`src/logic/cpu_macros.svh`:
```
`ifndef CPU_MACROS_SVH
`define CPU_MACROS_SVH

// datapath widths
`define WORD_SIZE     16
`define REG_ADDR_SIZE 2
`define NUM_REGS      4
`define IMM_SIZE      8

// instruction field widths
`define OPCODE_SIZE   4
`define FUNCT_SIZE    6
`define ALU_OP_SIZE   4

// msb of each instruction field
`define OPCODE_MSB    15
`define RS_MSB        11
`define RT_MSB        9
`define RD_MSB        7
`define FUNCT_MSB     5

`endif

```
`src/logic/cpu_pkg.sv`:
```
`include "cpu_macros.svh"

package cpu_pkg;

    typedef enum logic [`OPCODE_SIZE-1:0] {
        ADI    = 4'd4,
        ORI    = 4'd5,
        LHI    = 4'd6,
        R_TYPE = 4'd15
    } opcode_t;

    typedef enum logic [`FUNCT_SIZE-1:0] {
        ADD = 6'd0,
        SUB = 6'd1,
        AND = 6'd2,
        ORR = 6'd3,
        NOT = 6'd4,
        TCP = 6'd5,
        SHL = 6'd6,
        SHR = 6'd7,
        WWD = 6'd28,
        HLT = 6'd29
    } funct_t;

    typedef enum logic [`ALU_OP_SIZE-1:0] {
        ALU_ADD,
        ALU_SUB,
        ALU_AND,
        ALU_OR,
        ALU_NOT,
        ALU_TCP,    // twos complement
        ALU_SHL,
        ALU_SHR,
        ALU_PASS_B
    } alu_op_t;

    ////////////////////////////////////////
    // pipeline registers

    typedef struct packed {
        logic                   valid;
        logic [`WORD_SIZE-1:0]  inst;
        logic [`WORD_SIZE-1:0]  pc;
    } fetch_t;

    typedef struct packed {
        logic                      valid;
        alu_op_t                   alu_op;
        logic [`WORD_SIZE-1:0]     op_a;     // rs value
        logic [`WORD_SIZE-1:0]     op_b;     // rt value
        logic [`REG_ADDR_SIZE-1:0] rs;
        logic [`REG_ADDR_SIZE-1:0] rt;
        logic                      use_imm;
        logic [`WORD_SIZE-1:0]     imm;      // already extended
        logic [`REG_ADDR_SIZE-1:0] dest;
        logic                      reg_write;
        logic                      wwd;
        logic                      halt;
    } decode_t;

    typedef struct packed {
        logic                      valid;
        logic [`WORD_SIZE-1:0]     result;
        logic [`REG_ADDR_SIZE-1:0] dest;
        logic                      reg_write;
        logic                      wwd;
        logic [`WORD_SIZE-1:0]     wwd_value;
        logic                      halt;
    } retire_t;

endpackage

```
`src/logic/cpu.sv`:
```
`timescale 1ns/1ns
`include "cpu_macros.svh"

module cpu import cpu_pkg::*; (
    input  logic                  clk,
    input  logic                  reset_n,
    output logic                  fetch_req,
    output logic [`WORD_SIZE-1:0] fetch_addr,
    input  logic                  fetch_ready,
    input  logic [`WORD_SIZE-1:0] fetch_data,
    output logic [`WORD_SIZE-1:0] output_port,
    output logic                  output_valid,
    output logic [`WORD_SIZE-1:0] num_inst,
    output logic                  is_halted
);

    fetch_t  if_id;
    decode_t id_ex;
    retire_t ex_wb;

    logic [`REG_ADDR_SIZE-1:0] rd_addr_a;
    logic [`REG_ADDR_SIZE-1:0] rd_addr_b;
    logic [`WORD_SIZE-1:0]     rd_data_a;
    logic [`WORD_SIZE-1:0]     rd_data_b;

    logic                      wr_en;
    logic [`REG_ADDR_SIZE-1:0] wr_addr;
    logic [`WORD_SIZE-1:0]     wr_data;

    ////////////////////////////////////////
    // IF

    fetch_unit i_fetch (
        .clk         (clk),
        .reset_n     (reset_n),
        .fetch_req   (fetch_req),
        .fetch_addr  (fetch_addr),
        .fetch_ready (fetch_ready),
        .fetch_data  (fetch_data),
        .if_id       (if_id)
    );

    ////////////////////////////////////////
    // ID

    decode_stage i_decode (
        .clk       (clk),
        .reset_n   (reset_n),
        .if_id     (if_id),
        .rd_addr_a (rd_addr_a),
        .rd_addr_b (rd_addr_b),
        .rd_data_a (rd_data_a),
        .rd_data_b (rd_data_b),
        .id_ex     (id_ex)
    );

    register_file i_regs (
        .clk       (clk),
        .reset_n   (reset_n),
        .rd_addr_a (rd_addr_a),
        .rd_addr_b (rd_addr_b),
        .rd_data_a (rd_data_a),
        .rd_data_b (rd_data_b),
        .wr_en     (wr_en),
        .wr_addr   (wr_addr),
        .wr_data   (wr_data)
    );

    ////////////////////////////////////////
    // EX and retire

    execute_stage i_execute (
        .clk     (clk),
        .reset_n (reset_n),
        .id_ex   (id_ex),
        .ex_wb   (ex_wb)
    );

    retire_unit i_retire (
        .clk          (clk),
        .reset_n      (reset_n),
        .ex_wb        (ex_wb),
        .wr_en        (wr_en),
        .wr_addr      (wr_addr),
        .wr_data      (wr_data),
        .output_port  (output_port),
        .output_valid (output_valid),
        .num_inst     (num_inst),
        .is_halted    (is_halted)
    );

endmodule

```
`src/logic/decode_stage.sv`:
```
`timescale 1ns/1ns
`include "cpu_macros.svh"

module decode_stage import cpu_pkg::*; (
    input  logic                      clk,
    input  logic                      reset_n,
    input  fetch_t                    if_id,
    output logic [`REG_ADDR_SIZE-1:0] rd_addr_a,
    output logic [`REG_ADDR_SIZE-1:0] rd_addr_b,
    input  logic [`WORD_SIZE-1:0]     rd_data_a,
    input  logic [`WORD_SIZE-1:0]     rd_data_b,
    output decode_t                   id_ex
);

    opcode_t                   opcode;
    funct_t                    funct;
    logic [`REG_ADDR_SIZE-1:0] rs;
    logic [`REG_ADDR_SIZE-1:0] rt;
    logic [`REG_ADDR_SIZE-1:0] rd;
    logic [`IMM_SIZE-1:0]      imm8;
    decode_t                   dec;

    assign opcode = opcode_t'(if_id.inst[`OPCODE_MSB -: `OPCODE_SIZE]);
    assign funct  = funct_t'(if_id.inst[`FUNCT_MSB -: `FUNCT_SIZE]);
    assign rs     = if_id.inst[`RS_MSB -: `REG_ADDR_SIZE];
    assign rt     = if_id.inst[`RT_MSB -: `REG_ADDR_SIZE];
    assign rd     = if_id.inst[`RD_MSB -: `REG_ADDR_SIZE];
    assign imm8   = if_id.inst[`IMM_SIZE-1:0];

    assign rd_addr_a = rs;
    assign rd_addr_b = rt;

    ////////////////////////////////////////
    // control decode

    always_comb begin
        dec         = '0;    // unknown encodings retire as no-ops
        dec.valid   = if_id.valid;
        dec.alu_op  = ALU_ADD;
        dec.op_a    = rd_data_a;
        dec.op_b    = rd_data_b;
        dec.rs      = rs;
        dec.rt      = rt;

        case (opcode)
            R_TYPE: begin
                dec.dest      = rd;
                dec.reg_write = 1'b1;
                case (funct)
                    ADD: dec.alu_op = ALU_ADD;
                    SUB: dec.alu_op = ALU_SUB;
                    AND: dec.alu_op = ALU_AND;
                    ORR: dec.alu_op = ALU_OR;
                    NOT: dec.alu_op = ALU_NOT;
                    TCP: dec.alu_op = ALU_TCP;
                    SHL: dec.alu_op = ALU_SHL;
                    SHR: dec.alu_op = ALU_SHR;
                    WWD: begin
                        dec.reg_write = 1'b0;
                        dec.wwd       = 1'b1;    // value taken from rs
                    end
                    HLT: begin
                        dec.reg_write = 1'b0;
                        dec.halt      = 1'b1;
                    end
                    default: dec.reg_write = 1'b0;
                endcase
            end
            ADI: begin
                dec.alu_op    = ALU_ADD;
                dec.use_imm   = 1'b1;
                dec.imm       = {{(`WORD_SIZE-`IMM_SIZE){imm8[`IMM_SIZE-1]}}, imm8};
                dec.dest      = rt;
                dec.reg_write = 1'b1;
            end
            ORI: begin
                dec.alu_op    = ALU_OR;
                dec.use_imm   = 1'b1;
                dec.imm       = {{(`WORD_SIZE-`IMM_SIZE){1'b0}}, imm8};
                dec.dest      = rt;
                dec.reg_write = 1'b1;
            end
            LHI: begin
                dec.alu_op    = ALU_PASS_B;
                dec.use_imm   = 1'b1;
                dec.imm       = {imm8, {(`WORD_SIZE-`IMM_SIZE){1'b0}}};
                dec.dest      = rt;
                dec.reg_write = 1'b1;
            end
            default: ;
        endcase
    end

    // ID/EX
    always_ff @(posedge clk) begin
        id_ex <= dec;
        if (reset_n) begin
            id_ex.valid <= 1'b0;
        end
    end

endmodule

```
`src/logic/execute_stage.sv`:
```
`timescale 1ns/1ns
`include "cpu_macros.svh"

module execute_stage import cpu_pkg::*; (
    input  logic    clk,
    input  logic    reset_n,
    input  decode_t id_ex,
    output retire_t ex_wb
);

    logic                  fwd_a;
    logic                  fwd_b;
    logic [`WORD_SIZE-1:0] src_a;
    logic [`WORD_SIZE-1:0] src_b_reg;
    logic [`WORD_SIZE-1:0] src_b;
    logic [`WORD_SIZE-1:0] alu_out;
    retire_t               nxt;

    ////////////////////////////////////////
    // forwarding from EX/WB

    assign fwd_a = ex_wb.valid && ex_wb.reg_write && (ex_wb.dest == id_ex.rs);
    assign fwd_b = ex_wb.valid && ex_wb.reg_write && (ex_wb.dest == id_ex.rt);

    assign src_a     = fwd_a ? ex_wb.result : id_ex.op_a;
    assign src_b_reg = fwd_b ? ex_wb.result : id_ex.op_b;
    assign src_b     = id_ex.use_imm ? id_ex.imm : src_b_reg;

    ////////////////////////////////////////
    // ALU

    always_comb begin
        case (id_ex.alu_op)
            ALU_ADD:    alu_out = src_a + src_b;
            ALU_SUB:    alu_out = src_a - src_b;
            ALU_AND:    alu_out = src_a & src_b;
            ALU_OR:     alu_out = src_a | src_b;
            ALU_NOT:    alu_out = ~src_a;
            ALU_TCP:    alu_out = ~src_a + `WORD_SIZE'd1;
            ALU_SHL:    alu_out = {src_a[`WORD_SIZE-2:0], 1'b0};
            ALU_SHR:    alu_out = {src_a[`WORD_SIZE-1], src_a[`WORD_SIZE-1:1]};  // arithmetic
            ALU_PASS_B: alu_out = src_b;    // LHI
            default:    alu_out = '0;
        endcase
    end

    always_comb begin
        nxt.valid     = id_ex.valid;
        nxt.result    = alu_out;
        nxt.dest      = id_ex.dest;
        nxt.reg_write = id_ex.reg_write;
        nxt.wwd       = id_ex.wwd;
        nxt.wwd_value = src_a;
        nxt.halt      = id_ex.halt;
    end

    // EX/WB
    always_ff @(posedge clk) begin
        ex_wb <= nxt;
        if (reset_n) begin
            ex_wb.valid <= 1'b0;
        end
    end

endmodule

```
`src/logic/fetch_unit.sv`:
```
`timescale 1ns/1ns
`include "cpu_macros.svh"

module fetch_unit import cpu_pkg::*; (
    input  logic                  clk,
    input  logic                  reset_n,
    output logic                  fetch_req,
    output logic [`WORD_SIZE-1:0] fetch_addr,
    input  logic                  fetch_ready,
    input  logic [`WORD_SIZE-1:0] fetch_data,
    output fetch_t                if_id
);

    logic [`WORD_SIZE-1:0] pc;
    logic                  hlt_seen;
    logic                  take;
    logic                  take_hlt;

    assign fetch_addr = pc;    // held until the transfer
    assign take       = fetch_req & fetch_ready;

    // stop requesting once HLT is accepted
    assign take_hlt = take
        && (fetch_data[`OPCODE_MSB -: `OPCODE_SIZE] == R_TYPE)
        && (fetch_data[`FUNCT_MSB -: `FUNCT_SIZE] == HLT);

    always_ff @(posedge clk) begin
        if_id.inst <= fetch_data;
        if_id.pc   <= pc;

        if (reset_n) begin
            pc          <= '0;
            hlt_seen    <= 1'b0;
            fetch_req   <= 1'b0;
            if_id.valid <= 1'b0;
        end else begin
            if (take) begin
                pc <= pc + `WORD_SIZE'd1;
            end
            if (take_hlt) begin
                hlt_seen <= 1'b1;
            end
            fetch_req   <= ~(hlt_seen | take_hlt);
            if_id.valid <= take;    // bubble when memory is not ready
        end
    end

endmodule

```
`src/logic/register_file.sv`:
```
`timescale 1ns/1ns
`include "cpu_macros.svh"

module register_file (
    input  logic                      clk,
    input  logic                      reset_n,
    input  logic [`REG_ADDR_SIZE-1:0] rd_addr_a,
    input  logic [`REG_ADDR_SIZE-1:0] rd_addr_b,
    output logic [`WORD_SIZE-1:0]     rd_data_a,
    output logic [`WORD_SIZE-1:0]     rd_data_b,
    input  logic                      wr_en,
    input  logic [`REG_ADDR_SIZE-1:0] wr_addr,
    input  logic [`WORD_SIZE-1:0]     wr_data
);

    logic [`WORD_SIZE-1:0] regs [`NUM_REGS];

    always_ff @(posedge clk) begin
        if (reset_n) begin
            for (int i = 0; i < `NUM_REGS; i++) begin
                regs[i] <= '0;
            end
        end else if (wr_en) begin
            regs[wr_addr] <= wr_data;
        end
    end

    // decode sees the value retiring this cycle
    assign rd_data_a = (wr_en && wr_addr == rd_addr_a) ? wr_data : regs[rd_addr_a];
    assign rd_data_b = (wr_en && wr_addr == rd_addr_b) ? wr_data : regs[rd_addr_b];

endmodule

```
`src/logic/retire_unit.sv`:
```
`timescale 1ns/1ns
`include "cpu_macros.svh"

module retire_unit import cpu_pkg::*; (
    input  logic                      clk,
    input  logic                      reset_n,
    input  retire_t                   ex_wb,
    output logic                      wr_en,
    output logic [`REG_ADDR_SIZE-1:0] wr_addr,
    output logic [`WORD_SIZE-1:0]     wr_data,
    output logic [`WORD_SIZE-1:0]     output_port,
    output logic                      output_valid,
    output logic [`WORD_SIZE-1:0]     num_inst,
    output logic                      is_halted
);

    logic [`WORD_SIZE-1:0] count_q;
    logic [`WORD_SIZE-1:0] port_q;
    logic                  halt_q;
    logic                  wwd_retire;
    logic                  halt_retire;

    assign wr_en   = ex_wb.valid & ex_wb.reg_write;
    assign wr_addr = ex_wb.dest;
    assign wr_data = ex_wb.result;

    assign wwd_retire  = ex_wb.valid & ex_wb.wwd;
    assign halt_retire = ex_wb.valid & ex_wb.halt;

    // effects show while the instruction sits in EX/WB
    assign num_inst     = count_q + `WORD_SIZE'(ex_wb.valid);
    assign output_valid = wwd_retire;
    assign output_port  = wwd_retire ? ex_wb.wwd_value : port_q;
    assign is_halted    = halt_q | halt_retire;

    always_ff @(posedge clk) begin
        if (reset_n) begin
            count_q <= '0;
            port_q  <= '0;
            halt_q  <= 1'b0;
        end else begin
            if (ex_wb.valid) begin
                count_q <= count_q + `WORD_SIZE'd1;
            end
            if (wwd_retire) begin
                port_q <= ex_wb.wwd_value;    // hold last value
            end
            if (halt_retire) begin
                halt_q <= 1'b1;
            end
        end
    end

endmodule

```
`config.mk`:
```
export PLATFORM = sky130hd
export DESIGN_NAME = cpu
export DESIGN_NICKNAME = d
export VERILOG_FILES = /design/src/logic/cpu_pkg.sv /design/src/logic/cpu.sv /design/src/logic/decode_stage.sv /design/src/logic/execute_stage.sv /design/src/logic/fetch_unit.sv /design/src/logic/register_file.sv /design/src/logic/retire_unit.sv
export VERILOG_INCLUDE_DIRS = /design/src /design/src/logic
export SDC_FILE = /design/constraint.sdc
export NUM_CORES = 1
export LEC_CHECK = 0
export BUFFER_PORTS_ARGS = -buffer_cell sky130_fd_sc_hd__buf_2
export CAP_MARGIN = 20
export CORE_ASPECT_RATIO = 0.6
export CORE_UTILIZATION = 25
export CTS_BUF_LIST = sky130_fd_sc_hd__clkbuf_8
export CTS_CLUSTER_SIZE = 12
export DETAILED_ROUTE_END_ITERATION = 6
export SYNTH_ARGS = -nofsm -noshare
export SYNTH_HDL_FRONTEND = slang
export SYNTH_SLANG_ARGS = --single-unit
```
`constraint.sdc`:
```
create_clock -name clk -period 5.45 [get_ports clk]
set_input_delay 0.2725 -clock clk [delete_from_list [all_inputs] [get_ports clk]]
set_output_delay 0.2725 -clock clk [all_outputs]
set_load 0.03 [all_outputs]
```
==> results of run 1 <==
## cell families after synthesis
| logic type | Yosys count |
|---|---|
| flops | 233 |
| fa+ha+maj | 29 |
| mux | 110 |
| simple gates | 323 |
| xor+xnor | 86 |
| compound gates | 185 |
| buf+inv | 87 |
## path summary, 6_finish.rpt
kind,slack (ns),depth (start not counted),from,end
worst max-delay path,0.54,17,i_execute.ex_wb[20],i_execute.ex_wb[35]
worst min-delay path,0.15,2,reset_n,i_retire.port_q[14]
worst max register to register,0.54,17,i_execute.ex_wb[20],i_execute.ex_wb[35]
worst min register to register,0.33,0,i_decode.id_ex[0],i_execute.ex_wb[0]
## cell type report
type / instances / area (um2)
clock buffers: 43 / 592
clock inverters: 21 / 150
inverters: 34 / 128
repair buffers: 106 / 686
flip-flops and latches: 233 / 5310
well taps: 589 / 737
fillers: 4649 / 31500
multi-input cells: 733 / 5760
## worst reg2reg max path, stage by stage, from the launching register on
cell	delay [ns]
dfxtp_1	0.70
xor2_2	0.22
nor3_4	0.24
mux2i_1	0.10
o21ai_0	0.41
inv_1	0.20
ha_1	0.32
mux2i_1	0.10
fa_1	0.47
a21o_1	0.21
a21o_1	0.21
a2111oi_1	0.54
o21ai_0	0.23
o211ai_1	0.20
o21a_1	0.28
o32ai_1	0.12
o31ai_1	0.09
o211ai_1	0.11
## flip-flops by register name (all words and copies together), names as in the netlist
signal / count
i_retire.halt_q: 1
i_fetch.fetch_addr: 16
i_retire.port_q: 16
i_retire.count_q: 16
i_regs.regs: 64
i_fetch.fetch_req: 1
i_fetch.if_id: 17
i_decode.id_ex: 63
i_fetch.hlt_seen: 1
i_execute.ex_wb: 38
## cell usage after synthesis, drive strengths merged (19+ instances only)
cell    count
dfxtp     169
and2       83
edfxtp     64
nand2      60
o21ai      54
mux2       50
nor2       50
xnor2      45
clkbuf     41
xor2       41
a21oi      37
inv        33
mux4       32
mux2i      28
nor2b      26
ha         23
nand4      19
## per-layer routing
| layer | track usage | routed length [um] | vias up |
|---|---|---|---|
| li1 | - | - | 3989 |
| met1 | 0.203 | 16000 | 4133 |
| met2 | 0.172 | 11900 | 300 |
| met3 | 0.0484 | 2930 | 36 |
| met4 | 0.0219 | 345 | 0 |
| met5 | 0 | 0 | - |
## power by group
part	internal, W	leakage [nW]	switching [W]	total (W)
Sequential	0.00189	2.06	0.000158	0.00205
Combinational	0.000267	2.83	0.000331	0.000598
Clock	0.000819	0.423	0.000718	0.00154
## timing repair
| action | in CTS | in global routing |
|---|---|---|
| hold buffers | 17 | 0 |
| resized for setup | 0 | 3 |
| endpoints found under the setup margin | 0 | 3 |
| hold endpoints to repair | 18 | 0 |
## through the flow
stage	cells	setup slack, ns
3_5_place_dp	1677	0.402
5_1_grt	1759	0.0243
6_report	1759	0.541
4_1_cts	1758	0.343
2_1_floorplan	1053	1.34
3_3_place_gp	1677	0.701
==> flow_summary.json, run 1 <==
{
  "post-cts-setup-buffers": 0,
  "power_w": 0.00419,
  "dieHeight_um": 167,
  "path_buf_inv": 1,
  "ys_ff_latch": 233,
  "synth_adder_area_share": 0.0314,
  "arrival_ns": 5.31,
  "grt_max_degree": 53,
  "muxShareOfSynthArea": 0.138,
  "dr.pass1.iters": 5,
  "synth_simple_gate_area_frac": 0.158,
  "power_density_nw_per_um2": 313,
  "critPathTopFamily": "compound AO/OA/AOI/OAI gates",
  "ant_nets": 0,
  "drive_gt1_frac": 0.221,
  "place.gp.congestion": 0.929,
  "hold_viol_final": 0,
  "ys.flop_type": "dfxtp_1",
  "crit_slowest_cell": "dfxtp_1",
  "synth_compound_area_frac": 0.106,
  "synth_top_family_by_area": "simple AND/OR/NAND/NOR gates",
  "remaining_drc_errors": 0,
  "netlist_area_um2": 11400,
  "hpwlAfterDp_um": 22800,
  "synth_area_per_cell_um2": 10.8,
  "ios": 70,
  "required_ns": 5.85,
  "ys_async_sr_fraction": 0,
  "rsz0062_at_grt": "false",
  "cp-end-kind": "flip-flop",
  "fin_skew_ns": 0.0226,
  "slowest_delay_ns": 0.70,
  "max_freq_mhz": 204,
  "synth_seq_area_share": 0.466,
  "wl_per_cell_um": 17.7,
  "fp.dieW_um": 278,
  "grt_usage": 0.132,
  "drv_slew": 0,
  "path_cells": "xor2_2 > nor3_4 > mux2i_1 > o21ai_0 > inv_1 > ha_1 > mux2i_1 > fa_1 > a21o_1 > a21o_1 > a2111oi_1 > o21ai_0 > o211ai_1 > o21a_1 > o32ai_1 > o31ai_1 > o211ai_1",
  "wirelength_um": 31200,
  "holdWs_ns": 0.145,
  "synth_edf_count": 64,
  "criticalPathCategory": "flip-flop to flip-flop",
  "min_period_ns": 4.91,
  "vias": 8458,
  "yosys.area.top_type": "dfxtp_1",
  "synth_top_area_frac": 0.297,
  "worstMarginPinSlew_ns": 1.12,
  "start_util": 0.254,
  "tns_ns": 0,
  "final_nets": 1187,
  "final_area_um2": 13400,
  "antenna_found_initial": 0,
  "num_rows": 60,
  "post_dp_cell_area_um2": 12400,
  "startpoint_type": "flip-flop",
  "min_path_type": "primary input to flip-flop",
  "htree_levels": 2,
  "coreArea_um2": 44900,
  "via_per_inst": 4.81,
  "path_clk_slew_ns": 0.07,
  "report.final.setup_viol": 0,
  "numCtsBuffers": 36,
  "io_buffers": 69,
  "synth_xor_area_frac": 0.0687,
  "n_antenna_cell": 0,
  "die_area_um2": 46500,
  "clk_path_buf_depth": 3,
  "cts_tree": "done",
  "clkSinkCount": 233,
  "relSlewSlack": 0.250,
  "fin_util": 0.297,
  "insertion_delay_ns": 0.55,
  "grt_pass1_wl_um": 47900,
  "syn_nets": 1096,
  "cts_root_buf": "clkbuf_8",
  "vdd_drop_max_uv": 151,
  "grt_overflow": 0,
  "grt_pass1_vias": 8157,
  "maxCapViolCount": 0,
  "layout_common_cells": "168 x dfxtp_1, 83 x and2_1, 69 x buf_2, 64 x edfxtp_1, 59 x nand2_1",
  "post-route-period-util": 0.901,
  "layout_commonest_cell": "dfxtp_1",
  "ys_types": 74,
  "p_leak_nw": 5.31,
  "worstPathMaxFanout": 10,
  "syn_inst": 1053,
  "area_growth_pct": 17.2,
  "ys_warn_count": 0,
  "outcome": "finished, final reports clean",
  "synth_area_leaders": "dfxtp_1 30%, edfxtp_1 17%, mux4_2 6.3%",
  "drt_iter0_markers": 773
}
Power figures use the tool's default switching activity.
==> run 2, diff against run 1 <==
--- a/config.mk
+++ b/config.mk
@@ -7,7 +7,6 @@
 export NUM_CORES = 1
 export LEC_CHECK = 0
 export BUFFER_PORTS_ARGS = -buffer_cell sky130_fd_sc_hd__buf_2
-export CAP_MARGIN = 20
 export CORE_ASPECT_RATIO = 0.6
 export CORE_UTILIZATION = 25
 export CTS_BUF_LIST = sky130_fd_sc_hd__clkbuf_8
@@ -15,4 +14,5 @@
 export DETAILED_ROUTE_END_ITERATION = 6
 export SYNTH_ARGS = -nofsm -noshare
 export SYNTH_HDL_FRONTEND = slang
+export SYNTH_HIERARCHICAL = 1
 export SYNTH_SLANG_ARGS = --single-unit
==> run 2 against run 1 <==
  * Register-to-register slack lost 0.16 ns
  * Setup slack lost 0.16 ns
  * Cell count grew 7.3%
  * Design area grew 5.6%
  * Global-route usage grew 0.26 points
  * Sequential share of layout area shrank 2.1 points
  * Synthesized area grew 8.3%
  * Sequential power grew 2%
  * Critical path type unchanged
  * Critical endpoint is now i_execute/ex_wb[36]
==> flow_summary.json, run 2 <==
{
  "min_period_ns": 5.06,
  "grt_pass1_vias": 9088,
  "grt_pass1_wl_um": 52900,
  "ios": 70,
  "worstMarginPinSlew_ns": 1.14,
  "min_path_type": "primary input to flip-flop",
  "io_buffers": 69,
  "layout_commonest_cell": "dfxtp_1",
  "wl_per_cell_um": 18.4,
  "hpwlAfterDp_um": 24900,
  "cts_root_buf": "clkbuf_8",
  "post-route-period-util": 0.929,
  "coreArea_um2": 48300,
  "top_regs": "i_regs/regs: 64 flops, i_decode/id_ex: 63 flops, i_execute/ex_wb: 38 flops",
  "die_area_um2": 50300,
  "syn_nets": 1202,
  "power_density_nw_per_um2": 305,
  "startpoint": "i_execute/ex_wb[20]",
  "via_per_inst": 5.01,
  "preCtsSetupSlack_ns": 0.372,
  "min-delay-start": "fetch_ready",
  "worstPathMaxFanout": 13,
  "relSlewSlack": 0.242,
  "start_util": 0.256,
  "multi_input_area_um2": 6450,
  "netlist_area_um2": 12300,
  "htree_levels": 2,
  "drive_gt1_frac": 0.198,
  "hold_viol_final": 0,
  "criticalPathCategory": "flip-flop to flip-flop",
  "nFillCells": 5008,
  "remaining_drc_errors": 0,
  "cp-end-kind": "flip-flop",
  "maxCapViolCount": 0,
  "grt_max_degree": 70,
  "setup_ws_ns": 0.386,
  "insertion_delay_ns": 0.55,
  "grt_usage": 0.135,
  "final_nets": 1265,
  "ys_warn_count": 6,
  "regMostFlops": "i_regs/regs",
  "dr.pass1.iters": 5,
  "antenna_found_initial": 0,
  "area_growth_pct": 14.3,
  "largest_register_ffs": 64,
  "ant_nets": 0,
  "arrival_ns": 5.48,
  "path_clk_slew_ns": 0.07,
  "report.final.setup_viol": 0,
  "outcome": "finished, final reports clean",
  "dieHeight_um": 174,
  "holdWs_ns": 0.0735,
  "wirelength_um": 34700,
  "fp.dieW_um": 289,
  "tns_ns": 0,
  "numCtsBuffers": 35,
  "layout_common_cells": "169 x dfxtp_1, 95 x nor2_1, 70 x and2_1, 69 x buf_2, 64 x edfxtp_1",
  "vias": 9457,
  "fin_skew_ns": 0.0345,
  "drv_slew": 0,
  "clk_path_buf_depth": 3,
  "clkSinkCount": 233,
  "grt_overflow": 0,
  "rsz0062_at_grt": "false",
  "n_antenna_cell": 0,
  "p_leak_nw": 5.62,
  "vdd_drop_max_uv": 134,
  "syn_inst": 1159,
  "post-cts-setup-buffers": 0,
  "seqCellArea_um2": 5310,
  "cts_tree": "done",
  "place.gp.congestion": 0.955,
  "crit-reg2reg-launch": "i_execute/ex_wb[20]",
  "num_rows": 62,
  "drt_iter0_markers": 1003,
  "required_ns": 5.86,
  "max_freq_mhz": 197,
  "synth_area_per_cell_um2": 10.6,
  "startpoint_type": "flip-flop"
}
==> run 2: final timing paths <==
kind | depth (start not counted) | slack, ns | to
min | 3 | 0.07 | i_fetch/fetch_addr[1]
max reg2reg | 16 | 0.39 | i_execute/ex_wb[36]
max | 16 | 0.39 | i_execute/ex_wb[36]
min reg2reg | 0 | 0.33 | i_execute/ex_wb[0]
==> run 2: through the flow <==
| step | utilization | cell area [um2] | total power [W] | std cells |
|---|---|---|---|---|
| floorplan | - | 12300 | 0.00258 | 1159 |
| global placement | 0.273 | 13200 | 0.00274 | 1809 |
| detailed placement | 0.273 | 13200 | 0.00275 | 1809 |
| CTS | 0.292 | 14100 | 0.00433 | 1887 |
| global route | 0.292 | 14100 | 0.00450 | 1887 |
| finish | 0.292 | 14100 | 0.00430 | 1887 |
==> run 2: layout make-up <==
cell class              instances  area share
clock buffers                  48      0.0469
clock inverters                14     0.00639
inverters                      30     0.00799
multi-input cells             814       0.458
flip-flops and latches        233       0.376
well taps                     640      0.0568
repair buffers                108      0.0481
==> run 2: power by group <==
part	switching [W]	internal (W)	total [W]	leakage, nW
registers	0.000198	0.00189	0.00209	2.06
clock network	0.000721	0.000835	0.00156	0.421
logic	0.000371	0.000284	0.000656	3.14
==> run 2: timing repair <==
item	in CTS	in global routing
gates resized for setup	0	2
endpoints found under the setup margin	0	1
endpoints found under the hold margin	16	0
hold buffers	16	0
==> run 2: routing by layer <==
metal	vias to the layer above	global-route usage	part of all wire
li1	4378	-	-
met1	4641	0.209	0.51
met2	399	0.170	0.38
met3	37	0.0516	0.10
met4	2	0.0191	0.0083
met5	-	0.0183	0.0036
==> run 2: worst max-delay path, cell delays in order (launching register included) <==
cell and delay (ns):
dfxtp_1 0.46, xnor2_1 0.95, nand4_1 0.22, a31oi_1 0.56, nor4_1 0.20, nand2_1 0.26
o21ai_0 0.16, xor2_1 0.19, ha_1 0.37, and3_1 0.20, o211ai_1 0.10, a21oi_1 0.29
o211ai_1 0.17, and3_1 0.19, nor4b_1 0.15, a2111oi_2 0.34, o211ai_1 0.14
==> run 3, diff against run 2 <==
--- a/config.mk
+++ b/config.mk
@@ -6,12 +6,12 @@
 export SDC_FILE = /design/constraint.sdc
 export NUM_CORES = 1
 export LEC_CHECK = 0
-export BUFFER_PORTS_ARGS = -buffer_cell sky130_fd_sc_hd__buf_2
 export CORE_ASPECT_RATIO = 0.6
 export CORE_UTILIZATION = 25
 export CTS_BUF_LIST = sky130_fd_sc_hd__clkbuf_8
 export CTS_CLUSTER_SIZE = 12
 export DETAILED_ROUTE_END_ITERATION = 6
+export DONT_BUFFER_PORTS = 1
 export SYNTH_ARGS = -nofsm -noshare
 export SYNTH_HDL_FRONTEND = slang
 export SYNTH_HIERARCHICAL = 1
==> constraint.sdc (replaced) <==
create_clock -name clk -period 5.24 [get_ports clk]
set_input_delay 0.262 -clock clk [delete_from_list [all_inputs] [get_ports clk]]
set_output_delay 0.262 -clock clk [all_outputs]
set_load 0.03 [all_outputs]
==> run 3 against run 2 <==
  * Register-to-register slack worse by 0.04 ns
  * Via count is 2.9% lower
  * First-iteration DRC count is 8.0% higher
  * Combinational power is 5.3% higher
  * Die area stayed put
  * Critical path type unchanged
==> flow_summary.json, run 3 (synthesis results as in run 2) <==
{
  "reg2reg_depth": 16,
  "required_ns": 5.63,
  "wirelength_um": 34600,
  "cp-end-kind": "flip-flop",
  "final_cells": 1827,
  "layout_commonest_cell": "dfxtp_1",
  "fp.dieW_um": 289,
  "nFillCells": 5040,
  "place.gp.congestion": 0.937,
  "grt_overflow": 0,
  "top_regs": "i_regs/regs: 64 flops, i_decode/id_ex: 63 flops, i_execute/ex_wb: 38 flops",
  "path_clk_slew_ns": 0.07,
  "post-route-period-util": 0.935,
  "clkSinkCount": 233,
  "rrSetupSlack_ns": 0.34,
  "die_area_um2": 50300,
  "vdd_drop_max_uv": 209,
  "via_per_inst": 5.03,
  "min_path_type": "primary input to flip-flop",
  "remaining_drc_errors": 0,
  "vias": 9187,
  "num_rows": 62,
  "power_density_nw_per_um2": 315,
  "coreArea_um2": 48300,
  "placed_cells": 1744,
  "grt_pass1_wl_um": 52400,
  "final_nets": 1202,
  "clkPwrFrac": 0.341,
  "tns_ns": 0,
  "numCtsBuffers": 35,
  "hold_viol_final": 0,
  "ant_nets": 0,
  "dieHeight_um": 174,
  "startpoint_type": "flip-flop",
  "io_buffers": 0,
  "drive_gt1_frac": 0.152,
  "drv_slew": 0,
  "layout_common_cells": "169 x dfxtp_1, 95 x nor2_1, 70 x and2_1, 64 x edfxtp_1, 57 x nand2_1",
  "report.final.setup_viol": 0,
  "max_freq_mhz": 204,
  "rsz0062_at_grt": "false",
  "relSlewSlack": 0.271,
  "hpwlAfterDp_um": 25100,
  "regMostFlops": "i_regs/regs",
  "criticalPathCategory": "flip-flop to flip-flop",
  "power_w": 0.00434,
  "r2r_end": "i_execute/ex_wb[36]",
  "swShare": 0.302,
  "p_int_w": 0.00303,
  "fin_skew_ns": 0.0296,
  "dr.pass1.iters": 6,
  "grt_pass1_vias": 8800,
  "maxCapViolCount": 0,
  "area_growth_pct": 11.6,
  "cts_root_buf": "clkbuf_8",
  "p_leak_nw": 5.29,
  "crit-reg2reg-launch": "i_execute/ex_wb[19]",
  "cts_tree": "done",
  "min_period_ns": 4.90,
  "startpoint": "i_execute/ex_wb[19]",
  "arrival_ns": 5.29,
  "sequentialPowerShare": 0.499,
  "htree_levels": 2,
  "drt_iter0_markers": 1083,
  "worstMarginPinSlew_ns": 1.09,
  "comb_power_share": 0.159,
  "outcome": "finished, final reports clean",
  "grt_usage": 0.134,
  "crit_end": "i_execute/ex_wb[36]",
  "largest_register_ffs": 64,
  "grt_max_degree": 63,
  "start_util": 0.256,
  "power.net_switching_w": 0.00131,
  "clk_path_buf_depth": 3,
  "wl_per_cell_um": 18.9,
  "worstPathMaxFanout": 14,
  "ios": 70,
  "antenna_found_initial": 0,
  "insertion_delay_ns": 0.55
}
run 3: stage by stage:
step | instance area (um2) | util | worst slack [ns] | hold WS, ns
after global placement | 12900 | 0.266 | 0.455 | 0.290
after CTS | 13700 | 0.285 | 0.211 | 0.00725
after global routing | 13800 | 0.285 | 0.00342 | 0.0302
final | 13800 | 0.285 | 0.341 | 0.0290
after floorplan | 12300 | - | 1.28 | 0.290
after detailed placement | 12900 | 0.266 | 0.259 | 0.290
run 3: worst max-delay path: stages (launching register included):
cell       delay (ns)
dfxtp_1          0.63
xor2_2           0.37
o31ai_1          0.33
a31oi_1          0.28
nor4_2           0.48
nand2_1          0.27
o41ai_1          0.47
xor2_1           0.12
ha_1             0.26
a21o_1           0.19
a211oi_1         0.26
nor2_1           0.08
nor2_1           0.17
and2_1           0.20
nor4_1           0.08
a2111oi_2        0.40
o211ai_1         0.15
run 3: power by group through the flow:
stage	clock, W	sequential (W)	combinational, W
finish	0.00148	0.00217	0.000691
global route	0.00162	0.00219	0.000747
CTS	0.00153	0.00216	0.000677
detailed placement	0	0.00220	0.000652
global placement	0	0.00220	0.000647
floorplan	0	0.00207	0.000607
run 3: timing repair:
action | CTS | global route
endpoints found under the setup margin | 0 | 4
hold buffers | 18 | 0
gates resized for setup | 0 | 4
endpoints found under the hold margin | 70 | 0
setup buffers | 0 | 0
run 3: final cells by class:
class                      count  area (um2)  share of cell area
timing repair buffer          45         400              0.0291
multi-input combinational    814        6460               0.469
inverter                      30         113             0.00818
clock buffer                  44         606              0.0440
clock inverter                19        85.1             0.00618
antenna                        2        5.00            0.000363
sequential                   233        5310               0.385
tap                          640         801              0.0581
run 3: worst min-delay path by stage:
stage                   from                end  slack (ns)  depth (start not counted)
6_report       fetch_data[4]   i_fetch/hlt_seen        0.03                          4
5_1_grt        fetch_data[4]   i_fetch/hlt_seen        0.03                          4
4_1_cts        fetch_data[4]   i_fetch/hlt_seen       0.007                          4
3_5_place_dp   fetch_data[9]  i_fetch/if_id[25]        0.29                          0
3_3_place_gp   fetch_data[8]  i_fetch/if_id[24]        0.29                          0
2_1_floorplan  fetch_data[0]  i_fetch/if_id[16]        0.29                          0
run 3: routing by layer:
| layer | vias to the layer above | track usage | part of all wire |
|---|---|---|---|
| met4 | 0 | 0.0189 | 0.0096 |
| met2 | 392 | 0.171 | 0.37 |
| met3 | 37 | 0.0465 | 0.10 |
| li1 | 4266 | - | - |
| met5 | - | 0 | 0 |
| met1 | 4492 | 0.212 | 0.51 |
